File: src/i2c_pkg.sv
package i2c_pkg;

    // command opcodes as queued in the command FIFO
    typedef enum logic [1:0] {
        OP_START = 2'd0, // start, or repeated start while the bus is open
        OP_STOP  = 2'd1,
        OP_WRITE = 2'd2, // send byte, sample ack
        OP_READ  = 2'd3  // receive byte, send ack or nack
    } cmd_op_t;

    typedef struct packed {
        cmd_op_t    op;
        logic [7:0] data; // byte to send, ignored for start/stop/read
        logic       nack; // read only, 1 makes the master nack the byte
    } cmd_t;

    // write: sent byte + sampled ack, read: received byte + ack the master sent
    typedef struct packed {
        logic [7:0] data;
        logic       ack;  // 0 = acknowledged
    } rsp_t;

    // register map
    localparam logic [1:0] CFG_DLY  = 2'd0; // phase length in mclk cycles
    localparam logic [1:0] CFG_MODE = 2'd1; // bit0 active_sda, bit1 early_release
    localparam logic [1:0] CFG_CTRL = 2'd2; // bit0 soft reset, clears itself

    localparam logic [7:0] DLY_MIN = 8'd2;  // shortest phase the engine handles

endpackage

File: src/i2c_cfg_regs.sv
`timescale 1ns/1ps

module i2c_cfg_regs #(
    parameter logic [7:0] DLY_RESET = 8'd10
) (
    input  logic       mclk,
    input  logic       rst,
    input  logic       cfg_we,          // single cycle write strobe
    input  logic [1:0] cfg_addr,
    input  logic [7:0] cfg_wdata,
    output logic [7:0] i2c_dly,
    output logic       active_sda,
    output logic       early_release_0,
    output logic       i2c_rst          // one cycle pulse
);
    import i2c_pkg::*;

    always_ff @(posedge mclk) begin
        if (rst) begin
            i2c_dly         <= DLY_RESET;
            active_sda      <= 1'b0;
            early_release_0 <= 1'b0;
            i2c_rst         <= 1'b0;
        end else begin
            i2c_rst <= 1'b0; // drops again after one cycle
            if (cfg_we) begin
                case (cfg_addr)
                    // short delays get clamped, engine needs two cycles per phase
                    CFG_DLY:  i2c_dly <= (cfg_wdata < DLY_MIN) ? DLY_MIN : cfg_wdata;
                    CFG_MODE: begin
                        active_sda      <= cfg_wdata[0];
                        early_release_0 <= cfg_wdata[1];
                    end
                    CFG_CTRL: i2c_rst <= cfg_wdata[0];
                    default: ;
                endcase
            end
        end
    end

    // covers the reset value as well as later writes
    a_dly_min: assert property (@(posedge mclk) disable iff (rst) i2c_dly >= DLY_MIN)
        else $error("i2c_dly below minimum phase length");

endmodule

File: src/i2c_fifo.sv
`timescale 1ns/1ps

module i2c_fifo #(
    parameter type T     = logic [7:0],
    parameter int  DEPTH = 4
) (
    input  logic mclk,
    input  logic rst,
    input  logic flush,   // drops all entries
    input  logic push,
    input  T     wdata,
    input  logic pop,
    output T     rdata,   // head entry, valid while !empty
    output logic full,
    output logic empty
);
    localparam int AW = (DEPTH > 1) ? $clog2(DEPTH) : 1;
    localparam int CW = $clog2(DEPTH + 1);

    T              mem [DEPTH];
    logic [AW-1:0] wr_ptr;
    logic [AW-1:0] rd_ptr;
    logic [CW-1:0] count;
    logic          do_push;
    logic          do_pop;

    // wraps at DEPTH, so any depth works
    function automatic logic [AW-1:0] ptr_next(input logic [AW-1:0] p);
        return (p == AW'(DEPTH - 1)) ? '0 : p + 1'b1;
    endfunction

    assign full    = (count == CW'(DEPTH));
    assign empty   = (count == '0);
    assign rdata   = mem[rd_ptr];
    assign do_push = push && !full;  // push on full is lost
    assign do_pop  = pop && !empty;

    always_ff @(posedge mclk) begin
        if (rst || flush) begin
            wr_ptr <= '0;
            rd_ptr <= '0;
            count  <= '0;
        end else begin
            if (do_push) wr_ptr <= ptr_next(wr_ptr);
            if (do_pop)  rd_ptr <= ptr_next(rd_ptr);
            if (do_push && !do_pop)      count <= count + 1'b1;
            else if (do_pop && !do_push) count <= count - 1'b1;
        end
    end

    always_ff @(posedge mclk) begin
        if (do_push) mem[wr_ptr] <= wdata;
    end

    a_no_overflow: assert property (@(posedge mclk) disable iff (rst) push |-> !full)
        else $error("push into full FIFO dropped");

    a_no_underflow: assert property (@(posedge mclk) disable iff (rst) pop |-> !empty)
        else $error("pop from empty FIFO");

endmodule

File: src/i2c_bit_engine.sv
`timescale 1ns/1ps

module i2c_bit_engine (
    input  logic       mclk,
    input  logic       rst,
    input  logic       i2c_rst,         // soft reset, same effect as rst
    input  logic [7:0] i2c_dly,         // mclk cycles per phase
    input  logic       active_sda,      // drive sda high on bits the master owns
    input  logic       early_release_0, // let go of sda right after the lsb when ack follows
    input  logic       snd_start,
    input  logic       snd_stop,
    input  logic       snd9,
    input  logic       rcv,             // qualifies snd9, slave sends the data bits
    input  logic [8:0] din,
    input  logic       sda_in,
    output logic [8:0] dout,
    output logic       dout_stb,
    output logic       scl,
    output logic       sda,
    output logic       sda_en,
    output logic       ready,
    output logic       bus_busy,
    output logic       is_open
);
    logic       rst_all;
    logic       busy;
    logic       go_start;
    logic       go_stop;
    logic       go_bit;
    logic [2:0] seq_start;  // restart enters at [2], plain start at [1]
    logic [2:0] seq_stop;
    logic [3:0] seq_bit;    // low, high, high, low
    logic [3:0] bits_left;  // 8 on the msb, 0 on the ack bit
    logic [7:0] dly_cntr;
    logic       phase_end;
    logic       last_phase;
    logic [8:0] sr;
    logic       samp;       // sda taken at the end of the high time
    logic       rcv_r;
    logic       master_bit;
    logic       early_rel;
    logic       scl_nxt;
    logic       sda_nxt;
    logic       sda_en_nxt;
    logic       sda_d;
    logic       sda_en_d;

    assign rst_all  = rst || i2c_rst;
    assign ready    = !busy;
    assign go_start = snd_start && ready;
    assign go_stop  = snd_stop && ready;
    assign go_bit   = snd9 && ready;

    assign phase_end  = busy && (dly_cntr == 8'd0);
    assign last_phase = seq_start[0] || seq_stop[0] || (seq_bit[0] && (bits_left == 4'd0));

    // data bits belong to the master on send, only the ack bit on receive
    assign master_bit = rcv_r ? (bits_left == 4'd0) : (bits_left != 4'd0);
    // hold phase of the lsb, next bit is the slave's ack
    assign early_rel  = early_release_0 && !rcv_r && (bits_left == 4'd1) && sr[7] && seq_bit[0];

    // bus levels for the current phase, idle keeps whatever is on the bus
    always_comb begin
        scl_nxt    = scl;
        sda_nxt    = sda_d;
        sda_en_nxt = sda_en_d;
        if (|seq_start) begin
            scl_nxt    = !seq_start[2];          // (0,1) (1,1) (1,0)
            sda_nxt    = !seq_start[0];
            sda_en_nxt = seq_start[0] || active_sda;
        end else if (|seq_stop) begin
            scl_nxt    = !seq_stop[2];           // (0,0) (1,0) (1,1)
            sda_nxt    = seq_stop[0];
            sda_en_nxt = !seq_stop[0] || active_sda;
        end else if (|seq_bit) begin
            scl_nxt    = seq_bit[2] || seq_bit[1];
            sda_nxt    = sr[8] || early_rel;
            sda_en_nxt = !early_rel && (!sr[8] || (active_sda && master_bit));
        end
    end

    always_ff @(posedge mclk) begin
        if (rst_all) begin
            busy      <= 1'b0;
            bus_busy  <= 1'b0;
            seq_start <= '0;
            seq_stop  <= '0;
            seq_bit   <= '0;
            bits_left <= '0;
            is_open   <= 1'b0;
            dout_stb  <= 1'b0;
            scl       <= 1'b1;
            sda_d     <= 1'b1;
            sda       <= 1'b1;
            sda_en_d  <= 1'b1;
            sda_en    <= 1'b1;
        end else begin
            bus_busy <= busy; // ready inverted, a cycle late
            dout_stb <= 1'b0;

            if (go_start || go_stop || go_bit) busy <= 1'b1;
            else if (phase_end && last_phase)  busy <= 1'b0;

            if (go_start)       seq_start <= is_open ? 3'b100 : 3'b010;
            else if (phase_end) seq_start <= seq_start >> 1;

            if (go_stop)        seq_stop <= 3'b100;
            else if (phase_end) seq_stop <= seq_stop >> 1;

            if (go_bit) begin
                seq_bit   <= 4'b1000;
                bits_left <= 4'd8;
            end else if (phase_end && seq_bit[0] && (bits_left != 4'd0)) begin
                seq_bit   <= 4'b1000; // next bit
                bits_left <= bits_left - 4'd1;
            end else if (phase_end) begin
                seq_bit <= seq_bit >> 1;
            end

            if (phase_end && seq_start[0])     is_open <= 1'b1;
            else if (phase_end && seq_stop[0]) is_open <= 1'b0;

            if (phase_end && seq_bit[0] && (bits_left == 4'd0)) dout_stb <= 1'b1;

            // sda trails scl by one cycle so both never move together
            scl      <= scl_nxt;
            sda_d    <= sda_nxt;
            sda      <= sda_d;
            sda_en_d <= sda_en_nxt;
            sda_en   <= sda_en_d;
        end
    end

    always_ff @(posedge mclk) begin
        if (go_start || go_stop || go_bit || phase_end) dly_cntr <= i2c_dly - 8'd1;
        else if (busy)                                  dly_cntr <= dly_cntr - 8'd1;

        if (go_bit) rcv_r <= rcv;

        if (phase_end && seq_bit[1]) samp <= sda_in; // end of scl high

        if (go_bit)                       sr <= din;
        else if (phase_end && seq_bit[0]) sr <= {sr[7:0], samp};

        if (phase_end && seq_bit[0] && (bits_left == 4'd0)) dout <= {sr[7:0], samp};
    end

    // strobes come from the sequencer, which must wait for ready
    a_one_strobe: assert property (@(posedge mclk) disable iff (rst_all)
        $onehot0({snd_start, snd_stop, snd9}))
        else $error("more than one engine strobe in a cycle");

    a_strobe_ready: assert property (@(posedge mclk) disable iff (rst_all)
        (snd_start || snd_stop || snd9) |-> ready)
        else $error("engine strobe while busy");

endmodule

File: src/i2c_cmd_seq.sv
`timescale 1ns/1ps

module i2c_cmd_seq (
    input  logic          mclk,
    input  logic          rst,
    input  i2c_pkg::cmd_t cmd_rdata,
    input  logic          cmd_empty,
    input  logic          rsp_full,
    input  logic          ready,
    input  logic [8:0]    dout,      // 8 data bits then ack, as seen on the bus
    output logic          cmd_pop,
    output logic          snd_start,
    output logic          snd_stop,
    output logic          snd9,
    output logic          rcv,
    output logic [8:0]    din,
    output logic          rsp_push,
    output i2c_pkg::rsp_t rsp_wdata
);
    import i2c_pkg::*;

    logic issue;      // taken this cycle, strobe and pop go out next cycle
    logic byte_op;
    logic pend;       // byte transfer in flight, owes a response
    logic ready_d;
    logic ready_rise;

    assign byte_op    = (cmd_rdata.op == OP_WRITE) || (cmd_rdata.op == OP_READ);
    assign ready_rise = ready && !ready_d;

    // cmd_pop marks the strobe cycle, ready is still high there
    // a response on its way into the FIFO also holds things back
    assign issue = ready && !cmd_empty && !rsp_full && !cmd_pop && !pend && !rsp_push;

    always_ff @(posedge mclk) begin
        if (rst) begin
            cmd_pop   <= 1'b0;
            snd_start <= 1'b0;
            snd_stop  <= 1'b0;
            snd9      <= 1'b0;
            pend      <= 1'b0;
            rsp_push  <= 1'b0;
            ready_d   <= 1'b1; // no false rise when the engine comes out of reset
        end else begin
            cmd_pop   <= issue;
            snd_start <= issue && (cmd_rdata.op == OP_START);
            snd_stop  <= issue && (cmd_rdata.op == OP_STOP);
            snd9      <= issue && byte_op;
            ready_d   <= ready;
            rsp_push  <= pend && ready_rise;

            if (issue && byte_op) pend <= 1'b1;
            else if (ready_rise)  pend <= 1'b0;
        end
    end

    always_ff @(posedge mclk) begin
        if (issue) begin
            rcv <= (cmd_rdata.op == OP_READ);
            // read: release all data bits, ack bit carries nack
            // write: byte then a released bit for the slave's ack
            if (cmd_rdata.op == OP_READ) din <= {8'hFF, cmd_rdata.nack};
            else                         din <= {cmd_rdata.data, 1'b1};
        end
        if (ready_rise) begin
            rsp_wdata.data <= dout[8:1];
            rsp_wdata.ack  <= dout[0];
        end
    end

endmodule

File: src/i2c_master_top.sv
`timescale 1ns/1ps

module i2c_master_top #(
    parameter int         FIFO_DEPTH = 4,
    parameter logic [7:0] DLY_RESET  = 8'd10
) (
    input  logic             mclk,
    input  logic             rst,
    input  logic             cfg_we,
    input  logic [1:0]       cfg_addr,
    input  logic [7:0]       cfg_wdata,
    input  logic             cmd_push,
    input  i2c_pkg::cmd_op_t cmd_op,
    input  logic [7:0]       cmd_data,
    input  logic             cmd_nack,
    input  logic             rsp_pop,
    input  logic             sda_in,
    output logic             cmd_full,
    output logic [7:0]       rsp_data,
    output logic             rsp_ack,
    output logic             rsp_empty,
    output logic             scl,
    output logic             sda,
    output logic             sda_en,
    output logic             bus_busy,
    output logic             is_open
);
    import i2c_pkg::*;

    logic [7:0] i2c_dly;
    logic       active_sda;
    logic       early_release_0;
    logic       i2c_rst;
    logic       seq_rst;
    cmd_t       cmd_wdata;
    cmd_t       cmd_rdata;
    logic       cmd_pop;
    logic       cmd_empty;
    rsp_t       rsp_wdata;
    rsp_t       rsp_rdata;
    logic       rsp_push;
    logic       rsp_full;
    logic       snd_start;
    logic       snd_stop;
    logic       snd9;
    logic       rcv;
    logic       ready;
    logic [8:0] din;
    logic [8:0] dout;

    assign cmd_wdata.op   = cmd_op;
    assign cmd_wdata.data = cmd_data;
    assign cmd_wdata.nack = cmd_nack;
    assign rsp_data       = rsp_rdata.data;
    assign rsp_ack        = rsp_rdata.ack;
    assign seq_rst        = rst || i2c_rst; // soft reset drops any pending response too

    i2c_cfg_regs #(.DLY_RESET(DLY_RESET)) u_cfg (
        .mclk(mclk), .rst(rst),
        .cfg_we(cfg_we), .cfg_addr(cfg_addr), .cfg_wdata(cfg_wdata),
        .i2c_dly(i2c_dly), .active_sda(active_sda),
        .early_release_0(early_release_0), .i2c_rst(i2c_rst)
    );

    i2c_fifo #(.T(cmd_t), .DEPTH(FIFO_DEPTH)) u_cmd_fifo (
        .mclk(mclk), .rst(rst), .flush(i2c_rst),
        .push(cmd_push), .wdata(cmd_wdata), .pop(cmd_pop),
        .rdata(cmd_rdata), .full(cmd_full), .empty(cmd_empty)
    );

    i2c_fifo #(.T(rsp_t), .DEPTH(FIFO_DEPTH)) u_rsp_fifo (
        .mclk(mclk), .rst(rst), .flush(i2c_rst),
        .push(rsp_push), .wdata(rsp_wdata), .pop(rsp_pop),
        .rdata(rsp_rdata), .full(rsp_full), .empty(rsp_empty)
    );

    i2c_cmd_seq u_seq (
        .mclk(mclk), .rst(seq_rst),
        .cmd_rdata(cmd_rdata), .cmd_empty(cmd_empty), .rsp_full(rsp_full),
        .ready(ready), .dout(dout),
        .cmd_pop(cmd_pop), .snd_start(snd_start), .snd_stop(snd_stop),
        .snd9(snd9), .rcv(rcv), .din(din),
        .rsp_push(rsp_push), .rsp_wdata(rsp_wdata)
    );

    // dout_stb is left open, the sequencer keys off the rise of ready
    i2c_bit_engine u_engine (
        .mclk(mclk), .rst(rst), .i2c_rst(i2c_rst),
        .i2c_dly(i2c_dly), .active_sda(active_sda), .early_release_0(early_release_0),
        .snd_start(snd_start), .snd_stop(snd_stop), .snd9(snd9), .rcv(rcv),
        .din(din), .sda_in(sda_in),
        .dout(dout), .dout_stb(),
        .scl(scl), .sda(sda), .sda_en(sda_en),
        .ready(ready), .bus_busy(bus_busy), .is_open(is_open)
    );

endmodule

File: config.mk
export PLATFORM = sky130hd
export DESIGN_NAME = i2c_master_top
export DESIGN_NICKNAME = d
export VERILOG_FILES = /design/src/i2c_pkg.sv /design/src/i2c_cfg_regs.sv /design/src/i2c_fifo.sv /design/src/i2c_bit_engine.sv /design/src/i2c_cmd_seq.sv /design/src/i2c_master_top.sv
export SDC_FILE = /design/constraint.sdc
export NUM_CORES = 1
export LEC_CHECK = 0
export BUFFER_PORTS_ARGS = -buffer_cell sky130_fd_sc_hd__buf_2
export CORE_MARGIN = 3
export CORE_UTILIZATION = 30
export CTS_BUF_LIST = sky130_fd_sc_hd__clkbuf_2
export DETAILED_ROUTE_END_ITERATION = 8
export PLACE_DENSITY = 0.42
export SLEW_MARGIN = 20
export SYNTH_ARGS = -nofsm -noshare
export SYNTH_HDL_FRONTEND = slang
export SYNTH_HIERARCHICAL = 1
export SYNTH_SLANG_ARGS = --single-unit
File: constraint.sdc
create_clock -name mclk -period 3.4 [get_ports mclk]
set_clock_uncertainty 0.15 [all_clocks]
set_input_delay 0.17 -clock mclk [delete_from_list [all_inputs] [get_ports mclk]]
set_output_delay 0.17 -clock mclk [all_outputs]
set_load 0.01 [all_outputs]
[After elaboration in Yosys (flattened, before gate mapping)]
Memories as Yosys holds them, arrays and structs flattened. A register that Yosys moved wholly into a read port is not among the register bits.
Index checks and enable logic that the tools add are counted.
Storage, ports and cells
  bits in registers: 101
  memories kept: 2
  word-level logic and storage cells: 213
  memory bits (writable): 80
Cells by class
  magnitude comparators: 1
  equality and inequality tests: 12
  multiplexer cells: 47
  reductions and logical operators: 96
  $add $sub $neg: 11
  bitwise gates (word level): 2
Memories
  u_cmd_fifo.mem: words 4, bits a word 11, rd ports 1, clocked after Yosys merged registers in 1, wr ports 1, RTL line i2c_fifo.sv:20  | T mem [DEPTH];
  u_rsp_fifo.mem: words 4, bits a word 9, rd ports 1, clocked after Yosys merged registers in 1, wr ports 1, RTL line i2c_fifo.sv:20
Operators with widths (count)
  logical AND 1 bit: 36
  2-to-1 mux 3 bit: 9
  2-to-1 mux 8 bit: 3
  zero test 1 bit: 20
  2-to-1 mux 1 bit: 20
  2-to-1 mux 4 bit: 5
  nonzero test 2 bit: 10
  2-to-1 mux 9 bit: 2
  2-to-1 mux 2 bit: 8
  subtractor 8 x 1 -> 8 bit, second input constant: 2
  equality test 2 bit, second input constant: 7
  logical OR 1 bit: 12
  OR reduction 3 bit: 4
  adder 2 x 1 -> 2 bit, second input constant: 4
  zero test 8 bit: 1
  less-than comparator 8 x 2 -> 1 bit, second input constant: 1
  adder 3 x 1 -> 3 bit, second input constant: 2
  equality test 3 bit, second input constant: 2
  zero test 3 bit: 2
  nonzero test 3 bit: 2
  subtractor 3 x 1 -> 3 bit, second input constant: 2
  equality test 2 x 1 -> 1 bit, second input constant: 2
  equality test 4 x 1 -> 1 bit, second input constant: 1
  zero test 2 bit: 2
  other kinds (7): 10

[Longest topological paths before layout]
Gate-level depths: netlist of run 1.
  depth after elaboration: 10
  depth in mapped cells: 9

[Hierarchy]
The synthesis of run 1 kept the hierarchy.
By module, submodules not included
  i2c_bit_engine: times used 1, area each 2346.0 um^2, cells each 232
  i2c_fifo at u_cmd_fifo: times used 1, area each 2069.5 um^2, cells each 108
  i2c_fifo at u_rsp_fifo: times used 1, area each 1784.2 um^2, cells each 98
  i2c_cmd_seq: times used 1, area each 885.8 um^2, cells each 48
  i2c_cfg_regs: times used 1, area each 434.2 um^2, cells each 42
  i2c_master_top: times used 1, area each 6.3 um^2, cells each 1

[Worst setup path after synthesis of run 1]
OpenSTA, ideal clock, no wires.
  path kind: register to register
  from: reg u_engine.dly_cntr[3]
  to: reg u_engine.dly_cntr[6] (data pin)
  clock period less this slack: 2.720 ns
  data required time: 2.992 ns
  arrival time: 2.312 ns
  library setup time: 0.258 ns
  path buffers: 1
  stages on the path, launching flop included: 10
  setup slack: 0.680 ns
  path through: edfxtp_1 or3_4 or4_1 buf_6 nand2_8 mux2i_1 ha_1 nand3_1 a21oi_2 xnor2_1
On the way
  longest elaborated chain between the ends: 4
  elaborated cells on any way between the ends: 6
  those cells by class: add/sub: 1; mux: 2; reduce/logical: 3
RTL lines
  start, declared: RTL line i2c_bit_engine.sv:34  | logic [7:0] dly_cntr;
  start signal, assigned: RTL line i2c_bit_engine.sv:135  | if (go_start || go_stop || go_bit || phase_end) dly_cntr <= i2c_dly - 8'd1;
  start signal, assigned: RTL line i2c_bit_engine.sv:136  | else if (busy) dly_cntr <= dly_cntr - 8'd1;
  branches (longest 3 deep; another with subtractor 8 x 1 -> 8 bit)
  2-to-1 mux 8 bit *: RTL line i2c_bit_engine.sv:135
Every way passes the cells marked *. The select of a mux whose other input is x is not followed.
A chain may end at the register's enable or synchronous reset.

[Worst setup path in the final report of run 1]
Same ends and word-level chain as after synthesis.

==> summary.md, run 1 <==
| Metric | Value |
|---|---|
| Status | `complete, no violations` |
| Critical path data required time | `3.77 ns` |
| IO Port Bufs | `42` |
| Clock sinks | `185` |
| Max Root-Sink Buffers | `2` |
| PostCTS Resize Cnt | `0` |
| Final TNS setup | `0 ns` |
| Hold_buf cts | `59` |
| GRT Total Usage | `0.115` |
| Power, Total | `5.59 mW` |
| Placement Setup Slack | `0.299 ns` |
| CTS H-tree lvls | `4` |
| Layout cells sized above 1 | `0.207` |
| Crit path kind | `reg -> reg` |
| Via density | `4.55` |
| MaxCap Viol Count | `0` |
| Fin crit period | `3.12 ns` |
| Vias | `4428` |
| WP data arrival | `3.49 ns` |
| Rows | `57` |
| Iteration-0 DRC count of the detailed router | `387` |
| Die X | `164 um` |
| Setup-failing EPs final | `0` |
| Initial core utilization | `0.307` |
| Die H | `164 um` |
| Worst setup EP type | `flop` |
| Cell Area, Synth | `7500 um2` |
| Period Utilization, post-route | `0.917` |
| Worst r2r path cells | `8` |
| Worst Max-Slew Pin Slew | `0.944 ns` |
| Static Leak | `3.17 nW` |
| DRC Markers | `0` |
| Nets@finish | `679` |
| Synth warn | `6` |
| Layout area overhead | `18.6%` |
| Most frequent cells in the layout | `edfxtp_1, dlygate4sd3_1, dfxtp_1` |
| Syn nets | `571` |
| Peak Freq | `0.321 GHz` |
| Slew Limit Fails | `0` |
| Min setup slack post-route | `0.283 ns` |
| Gpl congestion | `0.785` |
| Largest net degree at the start of global routing | `22` |
| Core area | `24500 um2` |
| Fin. Hold Viols | `0` |
| WL per Instance | `14.9 um` |
| Die ar. | `26900 um2` |
| Postcts setup bufs | `0` |
| Total gr overflow | `0` |
| TritonCTS buffer count | `17` |
| Crit start category | `flop` |
| VDD IR-drop max | `0.225 mV` |
| Post-Route WL | `14.5 mm` |
| Initial antenna violation count | `1` |
| Post-DRT Antenna Nets | `0` |
| Worst-path fanout max | `8` |
| Ports | `43` |
| CTS tree | `done` |
| Hpwl dp | `9.81 mm` |
| Gate Count Post-Synth | `527` |
| First-pass GRT wire length | `24.1 mm` |
| CTS clk-pin slew, worst paths | `0.28 ns` |
| Vias in the first global route | `4717` |
| PD cells | `629 nW/um2` |
| Root Buffer | `clkbuf_2` |
| Avg Inst Size Synth | `14.2 um2` |
| DRT Pass-1 Iters | `4` |
| Cell depth of the worst hold path | `4` |
| RSZ-0062 raised after global routing | `false` |
| Clk Latency, worst-skew pair | `0.73 ns` |
| Most common cell after layout, fill and taps aside | `edfxtp_1` |
| Slew headroom | `0.369` |
| Hold Crit Class | `in -> reg` |
| Worst hold slack | `0.158 ns` |
area by class of cell:
type,instances,area [um2]
clock inverter,14,153
tap,324,405
timing repair buffer,105,831
inverter,15,56.3
multi-input combinational,311,2380
fill,2354,15600
clock buffer,18,90.1
sequential,185,4970
antenna,1,2.50
report_power, final:
part | switching [mW] | leakage, nW | internal (mW)
clock | 0.830 | 0.142 | 0.245
sequential | 0.230 | 1.63 | 2.87
combinational | 0.770 | 1.40 | 0.650
total | 1.83 | 3.17 | 3.76
worst paths after layout:
check / startpoint / to / slack (ns)
max: u_engine/dly_cntr[3]$_DFFE_PP_ / u_engine/dly_cntr[6]$_DFFE_PP_ / 0.28
min reg2reg: u_engine/dout[6]$_DFFE_PP_ / u_seq/rsp_wdata[6]$_DFFE_PP_ / 0.30
max reg2reg: u_engine/dly_cntr[3]$_DFFE_PP_ / u_engine/dly_cntr[6]$_DFFE_PP_ / 0.28
min: cmd_push / u_cmd_fifo/wr_ptr[0]$_SDFFE_PP0P_ / 0.16
worst max-delay path, stage by stage (launching register included):
cell and delay, ns:
edfxtp_1 0.51, or3_4 0.44, or4_1 0.74, nand2_8 0.21, mux2i_1 0.27, ha_1 0.23, nand3_1 0.13, a21oi_2 0.15
xnor2_1 0.08
flip-flops by register name, summed over array words and instances (netlist names), 4 cells and up, named ones only:
| register | cells |
|---|---|
| u_engine/bits_left | 4 |
| u_seq/rsp_wdata | 9 |
| u_engine/sr | 9 |
| u_engine/dout | 9 |
| u_engine/seq_bit | 4 |
| u_seq/din | 9 |
| u_rsp_fifo/mem | 36 |
| u_cfg/i2c_dly | 8 |
| u_engine/dly_cntr | 8 |
| u_cmd_fifo/mem | 44 |
per-stage QoR:
step | cell area [um2] | std cells | util
2_1_floorplan | 7500 | 527 | -
3_3_place_gp | 8060 | 881 | 0.329
3_5_place_dp | 8060 | 881 | 0.329
4_1_cts | 8890 | 972 | 0.364
5_1_grt | 8900 | 973 | 0.364
6_report | 8900 | 973 | 0.364
per-layer routing:
layer	track usage	share of wire
met4	0.0365	0.014
met5	0	0
met2	0.202	0.51
met3	0.0262	0.032
met1	0.139	0.44
(Power assumes the default switching activity.)
==> run 2, diff against run 1 <==
Settings changed: CELL_PAD_IN_SITES_DETAIL_PLACEMENT set to 1, CELL_PAD_IN_SITES_GLOBAL_PLACEMENT set to 1, PLACE_DENSITY 0.42 to 0.48.
Clock period 3.4 ns to 3.9 ns, I/O delays scaled along.
==> run 2 against run 1 <==
  * Critical endpoint unchanged
  * Clock-buffer cell count fell by 1
  * Worst hold slack got worse by 0.012 ns
  * Highest routed layer unchanged
  * Clock power about the same
  * Largest power group unchanged
  * Power shrank 10%
  * Critical path type unchanged
==> summary.md, run 2 (synthesis results as in run 1) <==
| Metric | Value |
|---|---|
| Fin crit period | `3.17 ns (+0.0573 ns)` |
| Initial core utilization | `0.307 (unchanged)` |
| Postcts setup bufs | `0 (unchanged)` |
| DRT Pass-1 Iters | `4 (unchanged)` |
| Iteration-0 DRC count of the detailed router | `214 (-45%)` |
| Net Switching | `1.70 mW (-6.9%)` |
| Part of the power in registers | `0.542 (-0.012)` |
| Via density | `4.63 (+1.8%)` |
| Critical path's slowest cell | `or4_1` |
| Layout cells sized above 1 | `0.202 (-0.00465)` |
| Vias in the first global route | `5003 (+6.1%)` |
| Placed cell count | `879 (-0.23%)` |
| Combinational share of power | `0.247 (-0.007)` |
| Most frequent cells in the layout | `edfxtp_1, dlygate4sd3_1, dfxtp_1` |
| Hold_buf cts | `66 (+12%)` |
| Final instance area | `9000 um2 (+1.1%)` |
| Die ar. | `26900 um2 (unchanged)` |
| Worst path cell trace | `or3_4 > or4_1 > nand2_8 > mux2i_1 > ha_1 > nand3_1 > a21oi_2 > xnor2_1` |
| Slew headroom | `0.324 (-0.0450)` |
| Layout area overhead | `19.9%` |
| PostCTS Resize Cnt | `0 (unchanged)` |
| VDD IR-drop max | `0.193 mV (-14%)` |
| Crit start category | `flop` |
| Clk Latency, worst-skew pair | `0.74 ns (about the same)` |
| WL per Instance | `16.0 um (+7.9%)` |
| Vias | `4533 (+2.4%)` |
| Total gr overflow | `0 (unchanged)` |
| Most common cell after layout, fill and taps aside | `edfxtp_1` |
| Worst Max-Slew Pin Slew | `1.01 ns (+0.0674 ns)` |
| CTS tree | `done` |
| Min setup slack post-route | `0.726 ns (+0.443 ns)` |
| Critical path data required time | `4.29 ns (+0.52 ns)` |
| Clock sinks | `185 (unchanged)` |
| R2R Setup Slk | `0.73 ns (+0.44 ns)` |
| Fill cells | `2587 (+9.9%)` |
| Placed Area | `8050 um2 (-0.19%)` |
| Gpl congestion | `0.811 (+3.3%)` |
| Max reg flops | `44 (unchanged)` |
| Die X | `164 um (unchanged)` |
| Final TNS setup | `0 ns (unchanged)` |
| Sw Share | `0.339 (+0.0121)` |
| GRT Total Usage | `0.124 (+0.00887)` |
| CTS H-tree lvls | `4 (unchanged)` |
| RSZ-0062 raised after global routing | `false` |
| Clock share of power | `0.211 (+0.019)` |
| Worst setup EP type | `flop` |
| Post-DRT Antenna Nets | `0 (unchanged)` |
| Die H | `164 um (unchanged)` |
| Largest Register | `u_cmd_fifo/mem` |
| Slowest cell delay on critical path | `0.76 ns (+0.02 ns)` |
| Hold Crit Class | `in -> reg` |
| Power, Total | `5.02 mW (-10%)` |
| Post-Route WL | `15.7 mm (+8.4%)` |
| Hpwl dp | `10.5 mm (+7.2%)` |
| Nets@finish | `684 (+0.74%)` |
| Largest net degree at the start of global routing | `23 (+4.5%)` |
| Core area | `24500 um2 (unchanged)` |
| CTS clk-pin slew, worst paths | `0.29 ns (about the same)` |
| Finished Layout Cells | `978 (+0.51%)` |
| Power Internal | `3.32 mW (-12%)` |
| Crit path kind | `reg -> reg` |
| IO Port Bufs | `42 (unchanged)` |
| Largest regs | `u_cmd_fifo/mem (44), u_rsp_fifo/mem (36)` |
| MaxCap Viol Count | `0 (unchanged)` |
| Peak Freq | `0.315 GHz (-1.8%)` |
| Status | `complete, no violations` |
| Slew Limit Fails | `0 (unchanged)` |
| Ports | `43 (unchanged)` |
| Period Utilization, post-route | `0.814 (-0.103)` |
| WP data arrival | `3.56 ns (+0.07 ns)` |
| First-pass GRT wire length | `25.9 mm (+7.6%)` |
| Worst-path fanout max | `8 (unchanged)` |
| TritonCTS buffer count | `17 (unchanged)` |
| Setup-failing EPs final | `0 (unchanged)` |
| DRC Markers | `0 (unchanged)` |
| Rows | `57 (unchanged)` |
| Initial antenna violation count | `1 (unchanged)` |
| Max Root-Sink Buffers | `2 (unchanged)` |
| Root Buffer | `clkbuf_2` |
| Placement Setup Slack | `0.784 ns (+0.485 ns)` |
| Fin. Hold Viols | `0 (unchanged)` |
| PD cells | `558 nW/um2 (-11%)` |
| Static Leak | `3.20 nW (+1.1%)` |
-- run 2: final timing paths --
| check | start | end | cells after the start |
|---|---|---|---|
| max | u_engine/dly_cntr[3]$_DFFE_PP_ | u_engine/dly_cntr[6]$_DFFE_PP_ | 8 |
| min | cfg_wdata[7] | u_cfg/i2c_dly[1]$_SDFFE_PP1P_ | 5 |
| max reg2reg | u_engine/dly_cntr[3]$_DFFE_PP_ | u_engine/dly_cntr[6]$_DFFE_PP_ | 8 |
| min reg2reg | u_seq/rcv$_DFFE_PP_ | u_engine/rcv_r$_DFFE_PP_ | 0 |
-- run 2: layer usage --
layer | share of wire | vias up | global-route usage
met5 | 0 | - | 0
met4 | 0.025 | 0 | 0.0492
met3 | 0.025 | 20 | 0.0277
met2 | 0.51 | 54 | 0.216
met1 | 0.44 | 2261 | 0.148
li1 | - | 2198 | -
-- run 2: power by group through the flow --
stage	logic [mW]	clock network, mW	registers [mW]
floorplan	0.944	0	2.67
global placement	1.18	0	2.76
detailed placement	1.22	0	2.78
CTS	1.27	1.12	2.74
global route	1.41	1.19	2.78
finish	1.24	1.06	2.72
-- run 2: area by class of cell --
cell class / instances / area, um2 / share of cell area
sequential: 185 / 4970 / 0.553
multi-input combinational: 311 / 2380 / 0.265
timing repair buffer: 110 / 886 / 0.0985
tap: 324 / 405 / 0.0451
clock inverter: 15 / 204 / 0.0227
clock buffer: 17 / 85.1 / 0.00946
inverter: 15 / 56.3 / 0.00626
antenna: 1 / 2.50 / 0.000278
-- run 2: through the flow --
step | util | hold WS (ns)
after global placement | 0.329 | 0.252
after floorplan | - | 0.142
after global routing | 0.368 | 0.0550
after detailed placement | 0.329 | 0.256
final | 0.368 | 0.146
after CTS | 0.368 | 0.0241
-- run 2: worst max-delay path: cells and delay by family, from the launching register on --
family | cells | cell delay [ns]
AND/OR/NAND/NOR | 4 | 1.56
flip-flops | 1 | 0.53
multiplexers | 1 | 0.26
adder cells (fa/ha/maj) | 1 | 0.23
AO/OA/AOI/OAI | 1 | 0.16
XOR/XNOR | 1 | 0.09
